## src/dpd_defines.svh

```systemverilog
`ifndef DPD_DEFINES_SVH
`define DPD_DEFINES_SVH

// datapath
`define DPD_IQ_WIDTH        16
`define DPD_FRAC_BITS       14          // gain 0x4000 is unity
`define DPD_MAG_WIDTH       6
`define DPD_LUT_COUNT       4
`define DPD_LUT_SEL_WIDTH   2

// register bus
`define DPD_UP_ADDR_WIDTH   9           // bit 8 selects lut space
`define DPD_UP_DATA_WIDTH   32

`define DPD_REG_VERSION     0
`define DPD_REG_SCRATCH     1
`define DPD_REG_BYPASS      2

`define DPD_IP_VERSION      32'h0001_0161
`define DPD_ACT_LATENCY     4

`endif

```

## src/dpd_pkg.sv

```systemverilog
`include "dpd_defines.svh"

package dpd_pkg;

    // one complex sample or gain, i in the upper half
    typedef struct packed {
        logic signed [`DPD_IQ_WIDTH-1:0] i;
        logic signed [`DPD_IQ_WIDTH-1:0] q;
    } iq_t;

    // same lut word seen by the bus and by the multiplier
    typedef union packed {
        logic [`DPD_UP_DATA_WIDTH-1:0] raw;
        iq_t                           iq;
    } lut_word_u;

    typedef struct packed {
        logic [`DPD_LUT_COUNT-1:0] we;     // one-hot per lut
        logic [`DPD_MAG_WIDTH-1:0] addr;
        lut_word_u                 wdata;
    } lut_cfg_t;

endpackage

```

## src/dpd_regs.sv

```systemverilog
`timescale 1ns/1ps
`include "dpd_defines.svh"

module dpd_regs (
    input  logic                            up_clk,
    input  logic                            up_rstn,
    input  logic                            up_wreq,
    input  logic [`DPD_UP_ADDR_WIDTH-1:0]   up_waddr,
    input  logic [`DPD_UP_DATA_WIDTH-1:0]   up_wdata,
    output logic                            up_wack,
    input  logic                            up_rreq,
    input  logic [`DPD_UP_ADDR_WIDTH-1:0]   up_raddr,
    output logic [`DPD_UP_DATA_WIDTH-1:0]   up_rdata,
    output logic                            up_rack,
    output dpd_pkg::lut_cfg_t               lut_cfg,
    input  dpd_pkg::lut_word_u              cfg_rdata [`DPD_LUT_COUNT],
    output logic                            bypass
);

    logic [`DPD_UP_DATA_WIDTH-1:0]  scratch_reg;
    logic [`DPD_UP_DATA_WIDTH-1:0]  bypass_reg;

    logic [`DPD_LUT_COUNT-1:0]      wr_onehot;
    logic [`DPD_LUT_COUNT-1:0]      cfg_we;
    logic [`DPD_MAG_WIDTH-1:0]      cfg_addr;
    dpd_pkg::lut_word_u             cfg_wdata;

    logic                               rreq_d;
    logic                               rd_lut;
    logic [`DPD_LUT_SEL_WIDTH-1:0]      rd_id;
    logic [`DPD_UP_ADDR_WIDTH-2:0]      rd_off;
    logic [`DPD_UP_DATA_WIDTH-1:0]      rd_word;

    // lut id sits just above the entry bits
    always_comb begin
        for (int k = 0; k < `DPD_LUT_COUNT; k++) begin
            wr_onehot[k] = (up_waddr[`DPD_MAG_WIDTH +: `DPD_LUT_SEL_WIDTH] == k);
        end
    end

    always_ff @(posedge up_clk) begin
        if (!up_rstn) begin
            up_wack     <= 1'b0;
            cfg_we      <= '0;
            scratch_reg <= '0;
            bypass_reg  <= '0;
        end else begin
            up_wack <= up_wreq;
            cfg_we  <= '0;      // single-cycle strobe
            if (up_wreq) begin
                if (up_waddr[`DPD_UP_ADDR_WIDTH-1]) begin
                    cfg_we <= wr_onehot;
                end else if (up_waddr[`DPD_UP_ADDR_WIDTH-2:0] == `DPD_REG_SCRATCH) begin
                    scratch_reg <= up_wdata;
                end else if (up_waddr[`DPD_UP_ADDR_WIDTH-2:0] == `DPD_REG_BYPASS) begin
                    bypass_reg <= up_wdata;
                end
            end
        end
    end

    // entry address from whichever request is active
    always_ff @(posedge up_clk) begin
        if (up_wreq) begin
            cfg_addr  <= up_waddr[`DPD_MAG_WIDTH-1:0];
            cfg_wdata <= up_wdata;
        end else if (up_rreq) begin
            cfg_addr  <= up_raddr[`DPD_MAG_WIDTH-1:0];
        end
    end

    assign lut_cfg = '{we: cfg_we, addr: cfg_addr, wdata: cfg_wdata};

    // hold read address while the lut answers
    always_ff @(posedge up_clk) begin
        if (up_rreq) begin
            rd_lut <= up_raddr[`DPD_UP_ADDR_WIDTH-1];
            rd_id  <= up_raddr[`DPD_MAG_WIDTH +: `DPD_LUT_SEL_WIDTH];
            rd_off <= up_raddr[`DPD_UP_ADDR_WIDTH-2:0];
        end
    end

    always_comb begin
        if (rd_lut) begin
            rd_word = cfg_rdata[rd_id].raw;
        end else begin
            case (rd_off)
                `DPD_REG_VERSION: rd_word = `DPD_IP_VERSION;
                `DPD_REG_SCRATCH: rd_word = scratch_reg;
                `DPD_REG_BYPASS:  rd_word = bypass_reg;
                default:          rd_word = '0;     // unmapped
            endcase
        end
    end

    always_ff @(posedge up_clk) begin
        if (!up_rstn) begin
            rreq_d   <= 1'b0;
            up_rack  <= 1'b0;
            up_rdata <= '0;
        end else begin
            rreq_d   <= up_rreq;
            up_rack  <= rreq_d;
            up_rdata <= rreq_d ? rd_word : '0;
        end
    end

    assign bypass = bypass_reg[0];

endmodule

```

## config.mk

```make
export PLATFORM = sky130hd
export DESIGN_NAME = dpd_regs
export DESIGN_NICKNAME = d
export VERILOG_FILES = /design/src/dpd_pkg.sv /design/src/dpd_regs.sv
export VERILOG_INCLUDE_DIRS = /design/src
export SDC_FILE = /design/constraint.sdc
export NUM_CORES = 1
export LEC_CHECK = 0
export BUFFER_PORTS_ARGS = -buffer_cell sky130_fd_sc_hd__buf_2
export CELL_PAD_IN_SITES_DETAIL_PLACEMENT = 0
export CELL_PAD_IN_SITES_GLOBAL_PLACEMENT = 2
export CORE_UTILIZATION = 30
export CTS_CLUSTER_DIAMETER = 100
export DETAILED_ROUTE_END_ITERATION = 6
export GPL_TIMING_DRIVEN = 0
export MAX_ROUTING_LAYER = met4
export PLACE_DENSITY_LB_ADDON = 0.1
export SLEW_MARGIN = 40
export SYNTH_ARGS = -nofsm -noshare
export SYNTH_HDL_FRONTEND = slang
export SYNTH_SLANG_ARGS = --single-unit
```

## constraint.sdc

```tcl
create_clock -name up_clk -period 1.9 [get_ports up_clk]
set_input_delay 0.38 -clock up_clk [delete_from_list [all_inputs] [get_ports up_clk]]
set_output_delay 0.38 -clock up_clk [all_outputs]
set_load 0.01 [all_outputs]
```

Word level (Yosys, flattened, before mapping):

Cells that the tools add are included.

* register bits after elaboration: 152
* input port bits: 182
* output and inout bits: 77
* logic and storage cells: 37

* order comparisons: 1
* equal/unequal tests: 7
* multiplexer cells: 7
* bitwise gates (word level): 3
* reductions and logical operators: 7

Operators with widths (number)
* $mux W32: 3
* $pmux W32 S3: 1
* $bmux W32 S2: 1
* $eq A8 B1 Y1 const B: 2
* $eq A8 B2 Y1 const B: 2
* $mux W6: 2
* $logic_not A8 Y1: 1
* $reduce_and A3 Y1: 2
* $eq A2 B2 Y1 const B: 2
* $reduce_and A4 Y1: 1
* $ge A3 B3 Y1 const B: 1
* $not A2 Y3: 1
* $eq A2 B1 Y1 const B: 1
* $logic_not A2 Y1: 1
* $not A1 Y1: 2
* $reduce_and A2 Y1: 1
* $reduce_bool A2 Y1: 1

Depth between registers and ports, before layout:

* depth after elaboration: 5
* depth in mapped cells: 5
* mapped depth without buffers: 3

Worst setup path before layout:

OpenSTA, ideal clock, no wires.

* kind: input -> register
* start point: input port up_wreq
* end point: register bypass_reg[10]
* setup time: 0.120 ns
* arrival: 1.309 ns
* data required time: 1.780 ns
* path slack: 0.471 ns
* stages on the path: 5
* path buffers: 2
* cell sequence: buf_4 > nor4b_4 > nand4b_2 > buf_6 > mux2i_1

* word-level cells in the longest chain between the ends: 1

Ends and longest elaborated chain
* start: declaration: line dpd_regs.sv:7 `input logic up_wreq,`
* $reduce_and A4 Y1 (no line)
* end signal: assignment: line dpd_regs.sv:56 `bypass_reg <= up_wdata;`
* end: declaration: line dpd_regs.sv:21 `` logic [`DPD_UP_DATA_WIDTH-1:0] bypass_reg; ``

Every way passes these cells.
A chain may end at the register's enable or synchronous reset.

Worst setup path after layout:

* start point: register rd_id[1]
* end point: register up_rdata[1]

* word-level cells in the longest chain between the ends: 5

Ends and longest elaborated chain
* start: declaration: line dpd_regs.sv:30 `` logic [`DPD_LUT_SEL_WIDTH-1:0] rd_id; ``
* start signal: assignment: line dpd_regs.sv:78 `` rd_id <= up_raddr[`DPD_MAG_WIDTH +: `DPD_LUT_SEL_WIDTH]; ``
* $not A2 Y3 (implied by the code): line dpd_regs.sv:85 `rd_word = cfg_rdata[rd_id].raw;`
* $bmux W32 S2: line dpd_regs.sv:85
* $mux W32 (implied by the code) (2 in a row): line dpd_regs.sv:85
* $mux W32: line dpd_regs.sv:84 `if (rd_lut) begin`
* end signal: assignment: line dpd_regs.sv:104 `up_rdata <= rreq_d ? rd_word : '0;`
* end: declaration: line dpd_regs.sv:13 `` output logic [`DPD_UP_DATA_WIDTH-1:0] up_rdata, ``

Every way passes these cells. The select of a mux whose other input is x is not followed.

==> summary.txt <==
Timing
  • Final setup vio count: 0
  • Slew Limit Fails: 0
  • RSZ-0062 raised after global routing: no
  • Worst hold slack: 0.139 ns
  • Worst-Margin Slew: 0.682 ns
  • Max Fclk: 561 MHz
  • Fin crit share: 93.8%
  • Hold Vio Cnt, Final: 0
  • Min Clock Period, post-route: 1.78 ns
  • Clock Skew: 0.0108 ns
  • Rel. slew slack: 54.5%
  • Setup_tns: 0 ns

Yosys
  • Yosys cell types: 27
  • Synth top area cells: dfxtp_1 30%, edfxtp_1 21%, mux2i_1 19%
  • Synth top cells by count: 128 x mux2i_1, 103 x dfxtp_1, 100 x nand2_1, 54 x and3b_1, 47 x edfxtp_1
  • Cell taking the most area after synthesis: dfxtp_1
  • Gate Count Post-Synth: 614
  • Syn Area/Cell: 11.2 sq um
  • Synth top area share: 30.1%
  • Sequential area share after synthesis: 50.7%
  • Post-synthesis async set-or-reset flop share: 0%
  • Warnings, synthesis: 0
  • Number of synthesized register bits: 150
  • Syn_nets: 796
  • Area of the mapped netlist: 6850 sq um
  • Most frequent cell after synthesis: mux2i_1
  • Ys flop type: dfxtp_1
  • Post-synth EDFFs: 47

Cells and area
  • Syn-to-layout area delta: 32.4%
  • Diode count: 0
  • Fin area: 9070 sq um
  • Layout cells sized above 1: 36.3%
  • Nets: 1071

GRT
  • Antenna violations before repair: 0
  • Total global-route track usage: 19.1%
  • First-pass GRT wire length: 33.2 mm
  • Vias in the first global route: 5988
  • Total gr overflow: 0
  • Largest net degree at the start of global routing: 34

Pwr
  • Pleak: 4.57 nW
  • Sw frac: 25.9%
  • Total power: 0.00762 W
  • Combinational fraction of design power: 12.5%
  • Pwr per Cell Area: 840 nW/um^2
  • Int Power: 0.00565 W
  • Clock power frac: 42.1%
  • Switch Pwr: 0.00197 W
  • Flop pwr share: 45.3%
  • Worst vdd ir: 0.000640 V

Worst setup path
  • CP cell instances: nand2b_1 -> clkbuf_1 -> o22a_1 -> a21oi_1
  • R2r setup slk: 0.12 ns
  • Critical Path AT: 2.08 ns
  • CP peak stage delay: 0.56 ns
  • Worst setup EP type: flip-flop
  • Max FO, Critical Path: 10
  • Startpoint types: flip-flop
  • WS Path Type: reg2reg
  • CP max-delay cell: clkbuf_1
  • Worst Path Required: 2.20 ns

Placement
  • Dpl cell area: 8500 sq um
  • HPWL after DPL: 15.9 mm
  • Number of I/O port buffers: 257
  • Final GP Congestion: 0.757

Clock tree
  • CTS sink cnt: 150
  • CTS Root Cell: clkbuf_16
  • Clock latency at the later pin of the worst-skew pair: 0.42 ns
  • # H-tree levels: 4
  • CTS buffer count: 17
  • CTS tree: done
  • Clock Tree Buf Depth: 2
  • Clock slew at reported path FFs: 0.07 ns
  • Post-CTS Setup Bufs: 0

Detailed routing
  • Post-route DRC: 0
  • Mean routed wirelength per cell: 18.3 microns
  • Routed vias/inst: 4.84
  • Initial drt markers: 270
  • Detailed Route WL: 21.6 mm
  • Pre-antenna DRT Iters: 4
  • Final ANT Viol Nets: 0
  • Via count: 5717

Die
  • Standard-cell rows: 54
  • I/O pin total: 259
  • Core ar.: 22100 sq um
  • Chip height: 153 microns
  • Die W: 153 microns
  • Initial core utilization: 31.0%
  • Die Area: 23400 sq um

Run
  • Max-Cap Viols: 0

Min path
  • Worst min-delay path category: in2reg

Outcome
  • Status: completed
-- path summary, 6_finish.rpt --
| kind | from | to | cells after the start |
|---|---|---|---|
| worst min-delay path | up_raddr[7] | rd_id[1]$_DFFE_PP_ | 1 |
| worst min register to register | bypass_reg[6]$_SDFFE_PN0P_ | bypass_reg[6]$_SDFFE_PN0P_ | 2 |
| worst max register to register | rd_id[1]$_DFFE_PP_ | up_rdata[1]$_SDFF_PN0_ | 4 |
| worst max-delay path | rd_id[1]$_DFFE_PP_ | up_rdata[1]$_SDFF_PN0_ | 4 |
-- through the flow --
step	utilization, %	std cells	setup WS, ns
floorplan	-	614	0.471
finish	41.1	1182	0.117
CTS	41.0	1182	0.00449
detailed placement	38.5	1151	-0.416
global route	41.1	1182	0.0212
global placement	38.4	1151	-0.682
-- timing repair --
action	4_1_cts	5_1_grt
setup endpoints to repair	16	80
resized for setup	3	13
hold buffers	0	0
-- cell families (layout without fill, tap and decap cells) --
family          after synthesis  count (layout)  synth area share [%]
compound gates               96              96                  10.0
buf+inv                      55             343                  4.18
flops                       150             150                  50.7
mux                         134             134                  19.7
simple gates                179             179                  15.4
-- area by class of cell --
type / count / area, sq um
Tap cell: 280 / 350
Buffer: 52 / 287
Timing Repair Buffer: 257 / 1290
Multi-Input combinational cell: 409 / 3110
Fill cell: 2209 / 13000
Clock buffer: 18 / 429
Clock inverter: 14 / 129
Sequential cell: 150 / 3470
Inverter: 2 / 7.51
-- critical path, delay by kind of cell (launching register included) --
family | cells | cell delay (ns)
AO/OA/AOI/OAI | 2 | 0.30
buffers and inverters | 1 | 0.56
flip-flops | 1 | 0.42
AND/OR/NAND/NOR | 1 | 0.38
-- power groups by stage --
stage | sequential [W] | combinational, W | clock, W
finish | 0.00345 | 0.000954 | 0.00321
global route | 0.00347 | 0.00103 | 0.00344
CTS | 0.00346 | 0.000968 | 0.00329
detailed placement | 0.00352 | 0.000970 | 0
global placement | 0.00351 | 0.000957 | 0
floorplan | 0.00357 | 0.000426 | 0
-- layout by cell type (no fill, tap or decap), types with 5 or more instances in the layout --
master     synthesis  layout
clkbuf_2           0       7
edfxtp_1          47      47
buf_4              7       8
mux2_2             6       6
nor2b_1            5       5
o2111ai_1          5       5
mux2i_1          128     128
dfxtp_1          103     103
nand2_1          100     100
o211ai_1          27      27
nand2b_1           6       6
buf_6              6       7
and3b_1           54      54
o22a_1            32      32
clkinv_4           0       6
clkbuf_16          0      17
clkbuf_1          33      26
buf_2              7     262
a21oi_1           32      32
-- routing by layer --
layer | GRT usage, % | share of wire [%] | up-vias
met5 | - | 0 | -
met4 | 5.29 | 1.1 | 0
met3 | 4.03 | 6.0 | 18
met2 | 30.5 | 46 | 224
met1 | 24.4 | 47 | 2687
li1 | - | - | 2788
(Power assumes the default switching activity.)
