$ cat src/dpd_defines.svh
`ifndef DPD_DEFINES_SVH
`define DPD_DEFINES_SVH

// datapath
`define DPD_IQ_WIDTH        16
`define DPD_FRAC_BITS       14          // gain 0x4000 is unity
`define DPD_MAG_WIDTH       6
`define DPD_LUT_COUNT       4
`define DPD_LUT_SEL_WIDTH   2

// register bus
`define DPD_UP_ADDR_WIDTH   9           // bit 8 selects lut space
`define DPD_UP_DATA_WIDTH   32

`define DPD_REG_VERSION     0
`define DPD_REG_SCRATCH     1
`define DPD_REG_BYPASS      2

`define DPD_IP_VERSION      32'h0001_0161
`define DPD_ACT_LATENCY     4

`endif

$ cat src/dpd_pkg.sv
`include "dpd_defines.svh"

package dpd_pkg;

    // one complex sample or gain, i in the upper half
    typedef struct packed {
        logic signed [`DPD_IQ_WIDTH-1:0] i;
        logic signed [`DPD_IQ_WIDTH-1:0] q;
    } iq_t;

    // same lut word seen by the bus and by the multiplier
    typedef union packed {
        logic [`DPD_UP_DATA_WIDTH-1:0] raw;
        iq_t                           iq;
    } lut_word_u;

    typedef struct packed {
        logic [`DPD_LUT_COUNT-1:0] we;     // one-hot per lut
        logic [`DPD_MAG_WIDTH-1:0] addr;
        lut_word_u                 wdata;
    } lut_cfg_t;

endpackage

$ cat src/dpd_combiner.sv
`timescale 1ns/1ps
`include "dpd_defines.svh"

module dpd_combiner (
    input  logic            up_clk,
    input  logic            up_rstn,
    input  dpd_pkg::iq_t    prods [`DPD_LUT_COUNT],
    input  dpd_pkg::iq_t    tu,
    input  logic            tu_enable,
    input  logic            bypass,
    output dpd_pkg::iq_t    tx,
    output logic            tx_valid
);

    // bypass path matches the row latency, output reg adds the last cycle
    dpd_pkg::iq_t                   tu_dly [`DPD_ACT_LATENCY-1];
    logic [`DPD_ACT_LATENCY-1:0]    en_dly;
    dpd_pkg::iq_t                   sum;

    always_comb begin
        sum = '0;
        for (int k = 0; k < `DPD_LUT_COUNT; k++) begin
            sum.i = sum.i + prods[k].i;     // wraps at 16 bits
            sum.q = sum.q + prods[k].q;
        end
    end

    always_ff @(posedge up_clk) begin
        if (!up_rstn) begin
            for (int n = 0; n < `DPD_ACT_LATENCY-1; n++) begin
                tu_dly[n] <= '0;
            end
            en_dly <= '0;
            tx     <= '0;
        end else begin
            tu_dly[0] <= tu;
            for (int n = 1; n < `DPD_ACT_LATENCY-1; n++) begin
                tu_dly[n] <= tu_dly[n-1];
            end
            en_dly <= {en_dly[`DPD_ACT_LATENCY-2:0], tu_enable};
            tx     <= bypass ? tu_dly[`DPD_ACT_LATENCY-2] : sum;
        end
    end

    assign tx_valid = en_dly[`DPD_ACT_LATENCY-1];

endmodule

$ cat config.mk
export PLATFORM = sky130hd
export DESIGN_NAME = dpd_combiner
export DESIGN_NICKNAME = d
export VERILOG_FILES = /design/src/dpd_pkg.sv /design/src/dpd_combiner.sv
export VERILOG_INCLUDE_DIRS = /design/src
export SDC_FILE = /design/constraint.sdc
export NUM_CORES = 1
export LEC_CHECK = 0
export BUFFER_PORTS_ARGS = -buffer_cell sky130_fd_sc_hd__buf_2
export CAP_MARGIN = 10
export CORE_UTILIZATION = 50
export DETAILED_ROUTE_END_ITERATION = 12
export GPL_ROUTABILITY_DRIVEN = 0
export PLACE_DENSITY = 0.77
export SLEW_MARGIN = 10
export SYNTH_ARGS = -nofsm -noshare
export SYNTH_HDL_FRONTEND = slang
export SYNTH_SLANG_ARGS = --single-unit
$ cat constraint.sdc
create_clock -name up_clk -period 5.5 [get_ports up_clk]
set_input_delay 1.65 -clock up_clk [delete_from_list [all_inputs] [get_ports up_clk]]
set_output_delay 1.65 -clock up_clk [all_outputs]
set_load 0.1 [all_outputs]
# Word level (Yosys, flattened, before mapping)
# Memory sizes are Yosys's and may differ from the RTL's.
# Index checks and enable logic that the tools add are counted.
# Widths: inputs -> output; s select.
dict set report op_classes {
  mux 6
  n_bitwise 3
  n_addsub 6
}
# operator n
set ops {}
lappend ops {{$mux 32} 4}
lappend ops {{$add 16x16->16} 6}
lappend ops {{$or 1x1->1} 3}
lappend ops {{$mux 1} 2}
dict set report word_totals {
  elab_cells 19
  ram_bits 96
  register_bits 36
  n_memories 1
  in_bits 164
  out_inout_bits 33
}
# name words width read_ports rd_clocked_by_memory_dff write_ports line_no
set mem_list {}
lappend mem_list {tu_dly 3 32 3 0 3 dpd_combiner.sv:16} ;# dpd_pkg::iq_t tu_dly [`DPD_ACT_LATENCY-1];

# Logic depth before layout (Yosys ltp)
# Gate-level depths: netlist of the first run.
dict set report logic_depth {
  ltp_word 4
  ltp_mapped 13
  mapped_depth_nobuf 13
}

# Worst setup path after synthesis of the first run
# Ideal clock, no wire load.
dict set report synth_path {
  kind {input to register}
  start {input prods[17] (netlist bit)}
  end {register tx[27] (netlist bit)}
  setup_ns 0.117
  arrival_ns 4.275
  cell_stages 13
  setup_slack_ns 1.108
  required_time_ns 5.383
  cell_sequence {inv_1 fa_1 fa_1 inv_1 ha_1 inv_1 fa_1 nand2b_1 a21oi_2 o211ai_4 a21boi_2 o21ai_0 a32o_1}
}
dict set report synth_via {
  elab_chain_len 2
}
# item line_no
set synth_rtl {}
lappend synth_rtl {{start: declaration} dpd_combiner.sv:7} ;# input dpd_pkg::iq_t prods [`DPD_LUT_COUNT],
lappend synth_rtl {{$add 16x16->16} dpd_combiner.sv:23} ;# sum.i = sum.i + prods[k].i;
lappend synth_rtl {{$mux 32} dpd_combiner.sv:41} ;# tx <= bypass ? tu_dly[`DPD_ACT_LATENCY-2] : sum;
lappend synth_rtl {{end signal: assignment} dpd_combiner.sv:41}
lappend synth_rtl {{end: declaration} dpd_combiner.sv:11} ;# output dpd_pkg::iq_t tx,
# No other way between the ends.
# A chain may end at the register's enable or synchronous reset.

# Worst setup path after layout of the first run
dict set report layout_path {
  start {input prods[1] (netlist bit)}
  end {register tx[13] (netlist bit)}
}
dict set report layout_via {
  elab_chain_len 2
}
# item line_no
set layout_rtl {}
lappend layout_rtl {{$add 16x16->16} dpd_combiner.sv:24} ;# sum.q = sum.q + prods[k].q;
lappend layout_rtl {{$mux 32} dpd_combiner.sv:41}
# No other way between the ends.

==> summary.md, run 1 <==
| Metric | Value |
|---|---|
| WL per Instance | `11.6 um` |
| Num rows | `42` |
| Setup TNS | `0 ns` |
| YS warnings | `0` |
| Critical path endpoint category | `register` |
| HPWL after DPL | `10400 um` |
| Initial antenna violation count | `0` |
| Mapped Nets | `between 900 and 1000` |
| MaxCap Viol Count | `0` |
| Grt total ovfl | `0` |
| Fmax | `approximately 230 MHz` |
| Mapped Avg Cell Area | `9.51 um2` |
| Top-count cell post-synth | `inv_1` |
| Hold Path Class | `register to register` |
| Clock-pin slew of the registers on the worst-case setup and hold paths | `about 0.05 ns` |
| Largest net degree at the start of global routing | `120` |
| FF+latch count, synth | `approximately 130` |
| Post-synthesis sequential area ratio | `a little under two fifths` |
| Share of cells above drive strength 1 | `about a quarter` |
| Area share of the largest cell type after synthesis | `37.9%` |
| CTS Sinks | `between 100 and 150` |
| Final setup violating endpoints | `0` |
| Iteration-0 DRC Markers | `184` |
| Post-synthesis cell type count | `50` |
| CTS tree | `done` |
| Clock Path Buffers | `2` |
| Placed cells | `~1100` |
| Total Routing Usage GR | `about a fifth` |
| Vias per std cell | `around 4.5` |
| Pre-CTS WS | `~0.83 ns` |
| Storage cell area | `2640 um2` |
| Antenna diode count | `0` |
| Cells after Synth | `between 700 and 800` |
| CP cell instances | `buf_2 > inv_1 > fa_1 > inv_1 > fa_1 > ha_1 > fa_1 > a21oi_1 > o221ai_2 > a21oi_1 > a21oi_1 > xnor2_1 > o21ai_1` |
| Initial Util | `52.1%` |
| # DRC | `0` |
| Die Area | `~14000 um2` |
| Cts repair resizes | `0` |
| CORE AREA | `roughly 13000 um2` |
| Post-CTS Setup Bufs | `0` |
| Multi-input gate area | `between 3000 and 4000 um2` |
| P per Cell Area | `412 nW/um2` |
| Total CTS buffers | `17` |
| Global-route wire length before repair | `21900 um` |
| CTS root buf | `clkbuf_16` |
| Port Buf Inserts | `approximately 200` |
| Commonest cells in the netlist | `inv_1, dfxtp_1, and2_1, fa_1, ha_1` |
| RSZ-0062 raised after global routing | `false` |
| Fin crit share | `77.7%` |
| WL final | `~13000 um` |
| Vias post-DR | `just over 5000` |
| Synthesis-to-layout area growth | `24.4%` |
| H-tree levels | `4` |
| Status | `finished, final reports clean` |
| Layout net count | `between 1000 and 1500` |
| Ys async rst share | `0%` |
| Top post-synthesis cells by area | `dfxtp_1, fa_1, and2_1, inv_1, ha_1` |
| Slowest stage delay, CP | `~0.53 ns` |
| Critical Path Fanout Max | `4` |
| Drt first pass iters | `5` |
| Clock Latency Late Sink | `about 0.4 ns` |
| Arr. time, crit path | `roughly 4.5 ns` |
| Post-synth EDFFs | `0` |
| I/O pin cnt | `197` |
| Leakage | `roughly 0.0045 uW` |
| Tmin final | `between 4 and 5 ns` |
| Remaining antenna violation count after routing | `0` |
| Startpoint Class | `input pin` |
| Worst slew pin tran | `~0.86 ns` |
| Die width | `approximately 120 um` |
| Final cell count without fillers | `roughly 1100` |
| Die H | `between 100 and 150 um` |
| # hold bufs at CTS | `0` |
| Critical path type | `input pin to register` |
| Clock Skew | `about 0.0094 ns` |
| Filler cell count in the final layout | `between 1000 and 1500` |
| Most common flop cell mapped by yosys | `dfxtp_1` |
| Worst path slowest cell | `fa_1` |
| Hold Fails Final Rpt | `0` |
| Vias in the first global route | `4811` |
| Area leader, netlist | `dfxtp_1` |
| Max IR drop VDD | `between 200 and 300 uV` |
| Worst EP required | `about 5.8 ns` |
| Relative slew slack | `between 40% and 50%` |
| Slew Viols, Final | `0` |
| Final Util | `around 65%` |
| Cell Area, Synth | `between 6000 and 7000 um2` |
| Fin worst setup slack | `1.22 ns` |
==> placed cells by master, fill, tap and decap left out, types with 3 or more instances in the layout <==
| cell type | instances |
|---|---|
| clkinv_2 | 3 |
| inv_6 | 4 |
| clkbuf_16 | 17 |
| and2_1 | 113 |
| a21o_1 | 6 |
| nand3_1 | 11 |
| a31oi_1 | 4 |
| or3_1 | 4 |
| xnor2_1 | 16 |
| fa_1 | 60 |
| nor2_1 | 17 |
| xor2_1 | 13 |
| a32o_1 | 3 |
| inv_1 | 174 |
| dfxtp_1 | 132 |
| o21ai_0 | 16 |
| clkinvlp_4 | 5 |
| nand2_1 | 28 |
| buf_2 | 196 |
| nor3_1 | 4 |
| a21oi_1 | 18 |
| a21oi_2 | 6 |
| nor2b_1 | 10 |
| ha_1 | 30 |
| o21ai_1 | 9 |
| mux2i_1 | 6 |
==> registers in the layout, indices dropped and copies added (netlist names) <==
register and count:
en_dly 4, tu_dly 96, tx 32
==> stage by stage <==
| stage | hold WS, ns | area (um2) | power (uW) |
|---|---|---|---|
| 2_1_floorplan | 0.407 | 6980 | 2230 |
| 3_5_place_dp | 0.418 | 8110 | 2550 |
| 4_1_cts | 0.431 | 8680 | 3600 |
| 6_report | 0.428 | 8680 | 3580 |
| 5_1_grt | 0.439 | 8680 | 3800 |
| 3_3_place_gp | 0.413 | 8110 | 2530 |
==> critical path, delay by kind of cell <==
family	cells	cell delay, ns
xor+xnor	1	0.17
fa+ha+maj	4	1.66
compound gates	5	0.87
buf+inv	3	0.17
==> area by class of cell <==
cell class,count,area share (%)
clock inverter,14,1.46
inverter,174,7.53
sequential,132,30.4
clock buffer,18,5.06
multi-input combinational,409,41.6
timing repair buffer,197,11.4
tap,176,2.54
==> path summary, 6_finish.rpt <==
check / start / endpoint / slack (ns) / cells past startpoint
max: prods[1] / tx[13] / 1.22 / 13
min: tu_dly[0][14] / tu_dly[0][46] / 0.43 / 1
max reg2reg: tu_dly[0][92] / tx[28] / 4.61 / 3
min reg2reg: tu_dly[0][14] / tu_dly[0][46] / 0.43 / 1
==> logic make-up (layout without fill, tap and decap cells) <==
kind of cell | after synthesis | after routing | share of synthesized area (%)
adders and majority gates | 90 | 90 | 22.6
DFF | 132 | 132 | 37.9
xor gates and xnor gates | 29 | 29 | 3.64
and+or+nand+nor | 198 | 198 | 15.9
buffers and inverters | 193 | 403 | 10.4
AOI/OAI and AO/OA | 86 | 86 | 8.72
muxes | 6 | 6 | 0.861
==> routing by layer <==
layer | GRT usage, % | routed length, um | vias to the layer above
met2 | 29.2 | 5620 | 163
met1 | 26.1 | 6220 | 2230
li1 | - | - | 2621
met5 | 0 | 0 | -
met4 | 8.05 | 332 | 0
met3 | 5.18 | 857 | 19
==> report_power, final <==
part	total, uW	internal (uW)	switching (uW)
clock	1040	636	405
sequential	1060	1040	23.2
combinational	1470	478	996
total	3580	2160	1420
No activity file was read; power rests on OpenSTA's default activity.
==> run 2: changes to the inputs <==
--- a/config.mk
+++ b/config.mk
@@ -8,7 +8,7 @@
 export LEC_CHECK = 0
 export BUFFER_PORTS_ARGS = -buffer_cell sky130_fd_sc_hd__buf_2
 export CAP_MARGIN = 10
-export CORE_UTILIZATION = 50
+export CORE_UTILIZATION = 48
 export DETAILED_ROUTE_END_ITERATION = 12
 export GPL_ROUTABILITY_DRIVEN = 0
 export PLACE_DENSITY = 0.77
==> constraint.sdc (replaced) <==
create_clock -name up_clk -period 3.45 [get_ports up_clk]
set_input_delay 1.035 -clock up_clk [delete_from_list [all_inputs] [get_ports up_clk]]
set_output_delay 1.035 -clock up_clk [all_outputs]
set_load 0.1 [all_outputs]
==> run 2 against run 1 <==
The run now ends with negative setup slack left; first-iteration DRC count did not move; global-route usage rose by 0.48 points; design area rose by 6.5%; total power rose by 72%; final cell count rose by 4.3%; critical path type unchanged; largest cell class unchanged; highest routed layer unchanged.
==> summary.md, run 2 (same netlist as run 1, synthesis figures left out) <==
| Metric | Value |
|---|---|
| CP cell instances | `buf_6 > inv_2 > fa_1 > fa_1 > inv_2 > ha_4 > inv_2 > fa_2 > nand2b_4 > a21oi_4 > o211ai_4 > a21boi_2 > or3_1 > a32o_1` |
| Vias in the first global route | `slightly above 5000` |
| Clock Skew | `between 0.003 and 0.004 ns` |
| WL per Instance | `12.0 um` |
| Max reg flops | `96` |
| MaxCap Viol Count | `0` |
| RSZ-0062 raised after global routing | `true` |
| Pre-CTS WS | `-0.406 ns` |
| CTS tree | `done` |
| Top Registers | `tu_dly x96, tx x32, en_dly x4` |
| Status | `finished, violations left` |
| Die Area | `~15000 um2` |
| Initial antenna violation count | `0` |
| Critical path type | `input pin to register` |
| Tmin final | `around 3.5 ns` |
| Synthesis-to-layout area growth | `32.4%` |
| Vias post-DR | `a little over 5000` |
| Die width | `roughly 120 um` |
| Leakage | `0.00478 uW` |
| Remaining antenna violation count after routing | `0` |
| Startpoint Class | `input pin` |
| Fin crit share | `100%` |
| Grt met1 use | `27.0%` |
| Met2 Resource Use GR | `between 30 and 40%` |
| Cell mode on critical path | `inv_2` |
| Violated checks | `negative setup slack` |
| Critical Path Fanout Max | `4` |
| Layout net count | `~1200` |
| Fin Hold WS | `0.426 ns` |
| Buf/Inv on CP | `4` |
| Global-route wire length before repair | `around 23000 um` |
| Num rows | `43` |
| Grt total ovfl | `0` |
| Clock-pin slew of the registers on the worst-case setup and hold paths | `approximately 0.050 ns` |
| Final Power | `around 6100 uW` |
| Hold Path Class | `register to register` |
| CORE AREA | `around 14000 um2` |
| Clock Latency Late Sink | `0.41 ns` |
| HPWL after DPL | `around 11000 um` |
| I/O pin cnt | `197` |
| Clock Path Buffers | `2` |
| Leading cell types in the layout, fill and taps excluded | `buf_2, inv_1, dfxtp_1` |
| WL final | `roughly 14000 um` |
| Placed cells | `around 1100` |
| Iteration-0 DRC Markers | `184` |
| Largest net degree at the start of global routing | `96` |
| Final setup violating endpoints | `1` |
| Worst EP required | `about 3.7 ns` |
| Slew Viols, Final | `0` |
| Worst slew pin tran | `about 0.84 ns` |
| # DRC | `0` |
| Hold Fails Final Rpt | `0` |
| Port Buf Inserts | `196` |
| Arr. time, crit path | `between 3 and 4 ns` |
| Final Util | `about two thirds` |
| Total CTS buffers | `17` |
| Fmax | `slightly below 300 MHz` |
| Worst path slowest cell | `fa_1` |
| Most Crowded Layer GR | `met2` |
| H-tree levels | `4` |
| Max IR drop VDD | `between 400 and 500 uV` |
| Fin worst setup slack | `-0.0154 ns` |
| Top Family by Delay on Critical Path | `adder cells` |
| CTS Sinks | `around 130` |
| Drt first pass iters | `4` |
| Commonest non-fill, non-tap cell in the layout | `buf_2` |
| Initial Util | `between 40% and 50%` |
| Routing usage on met3 | `~4.1%` |
| Critical path endpoint category | `register` |
| Share of cells above drive strength 1 | `31.9%` |
| Final cell count without fillers | `between 1000 and 1500` |
| CTS root buf | `clkbuf_16` |
| Top reg by flops | `tu_dly` |
| Relative slew slack | `about 44%` |
| Slowest stage delay, CP | `~0.54 ns` |
| Vias per std cell | `roughly 4.4` |
| Antenna diode count | `0` |
| P per Cell Area | `666 nW/um2` |
| Total Routing Usage GR | `between 15 and 20%` |
| Die H | `roughly 120 um` |
| # hold bufs at CTS | `0` |
## run 2: cell count changes in the layout (fill, tap and decap cells not counted), moves of 5 or more
cell,delta
a21oi_1,-7
a21oi_2,+5
buf_4,+45
ha_1,-6
ha_4,+5
inv_1,-7
inv_2,+5
## run 2: layout make-up
| class | instances | area, um2 |
|---|---|---|
| flip-flops and latches | 132 | 2640 |
| fillers | 1159 | 4800 |
| clock buffers | 21 | 460 |
| repair buffers | 242 | 1350 |
| clock inverters | 10 | 108 |
| multi-input cells | 409 | 3780 |
| inverters | 174 | 668 |
| well taps | 180 | 225 |
## run 2: timing repair
action | in CTS | in global routing
buffers inserted | 0 | 2
gates resized for setup | 0 | 24
hold endpoints to repair | 0 | 0
endpoints found under the setup margin | 0 | 17
## run 2: final timing paths
kind	to	depth (start not counted)	from	slack, ns
setup / recovery	tx[27]	14	prods[17]	-0.02
hold / removal	tu_dly[0][90]	1	tu_dly[0][58]	0.43
setup reg to reg	tx[28]	3	tu_dly[0][92]	2.56
hold reg to reg	tu_dly[0][90]	1	tu_dly[0][58]	0.43
## run 2: layer usage
metal	vias to the layer above	wire (um)
met5	-	0
met4	0	386
met3	30	785
met2	158	6200
met1	2282	6660
li1	2708	-
## run 2: report_power, final
part | switching (uW) | internal, uW | total [uW]
Clock | 601 | 1090 | 1690
Sequential | 41.1 | 1660 | 1700
Combinational | 1720 | 1030 | 2760
## run 2: metrics by stage
| step | TNS [ns] | area [um2] |
|---|---|---|
| 6_report | -0.0154 | 9240 |
| 5_1_grt | -0.207 | 9240 |
| 4_1_cts | 0 | 9110 |
| 3_5_place_dp | -6.41 | 8540 |
| 3_3_place_gp | -5.89 | 8540 |
| 2_1_floorplan | -0.398 | 7080 |
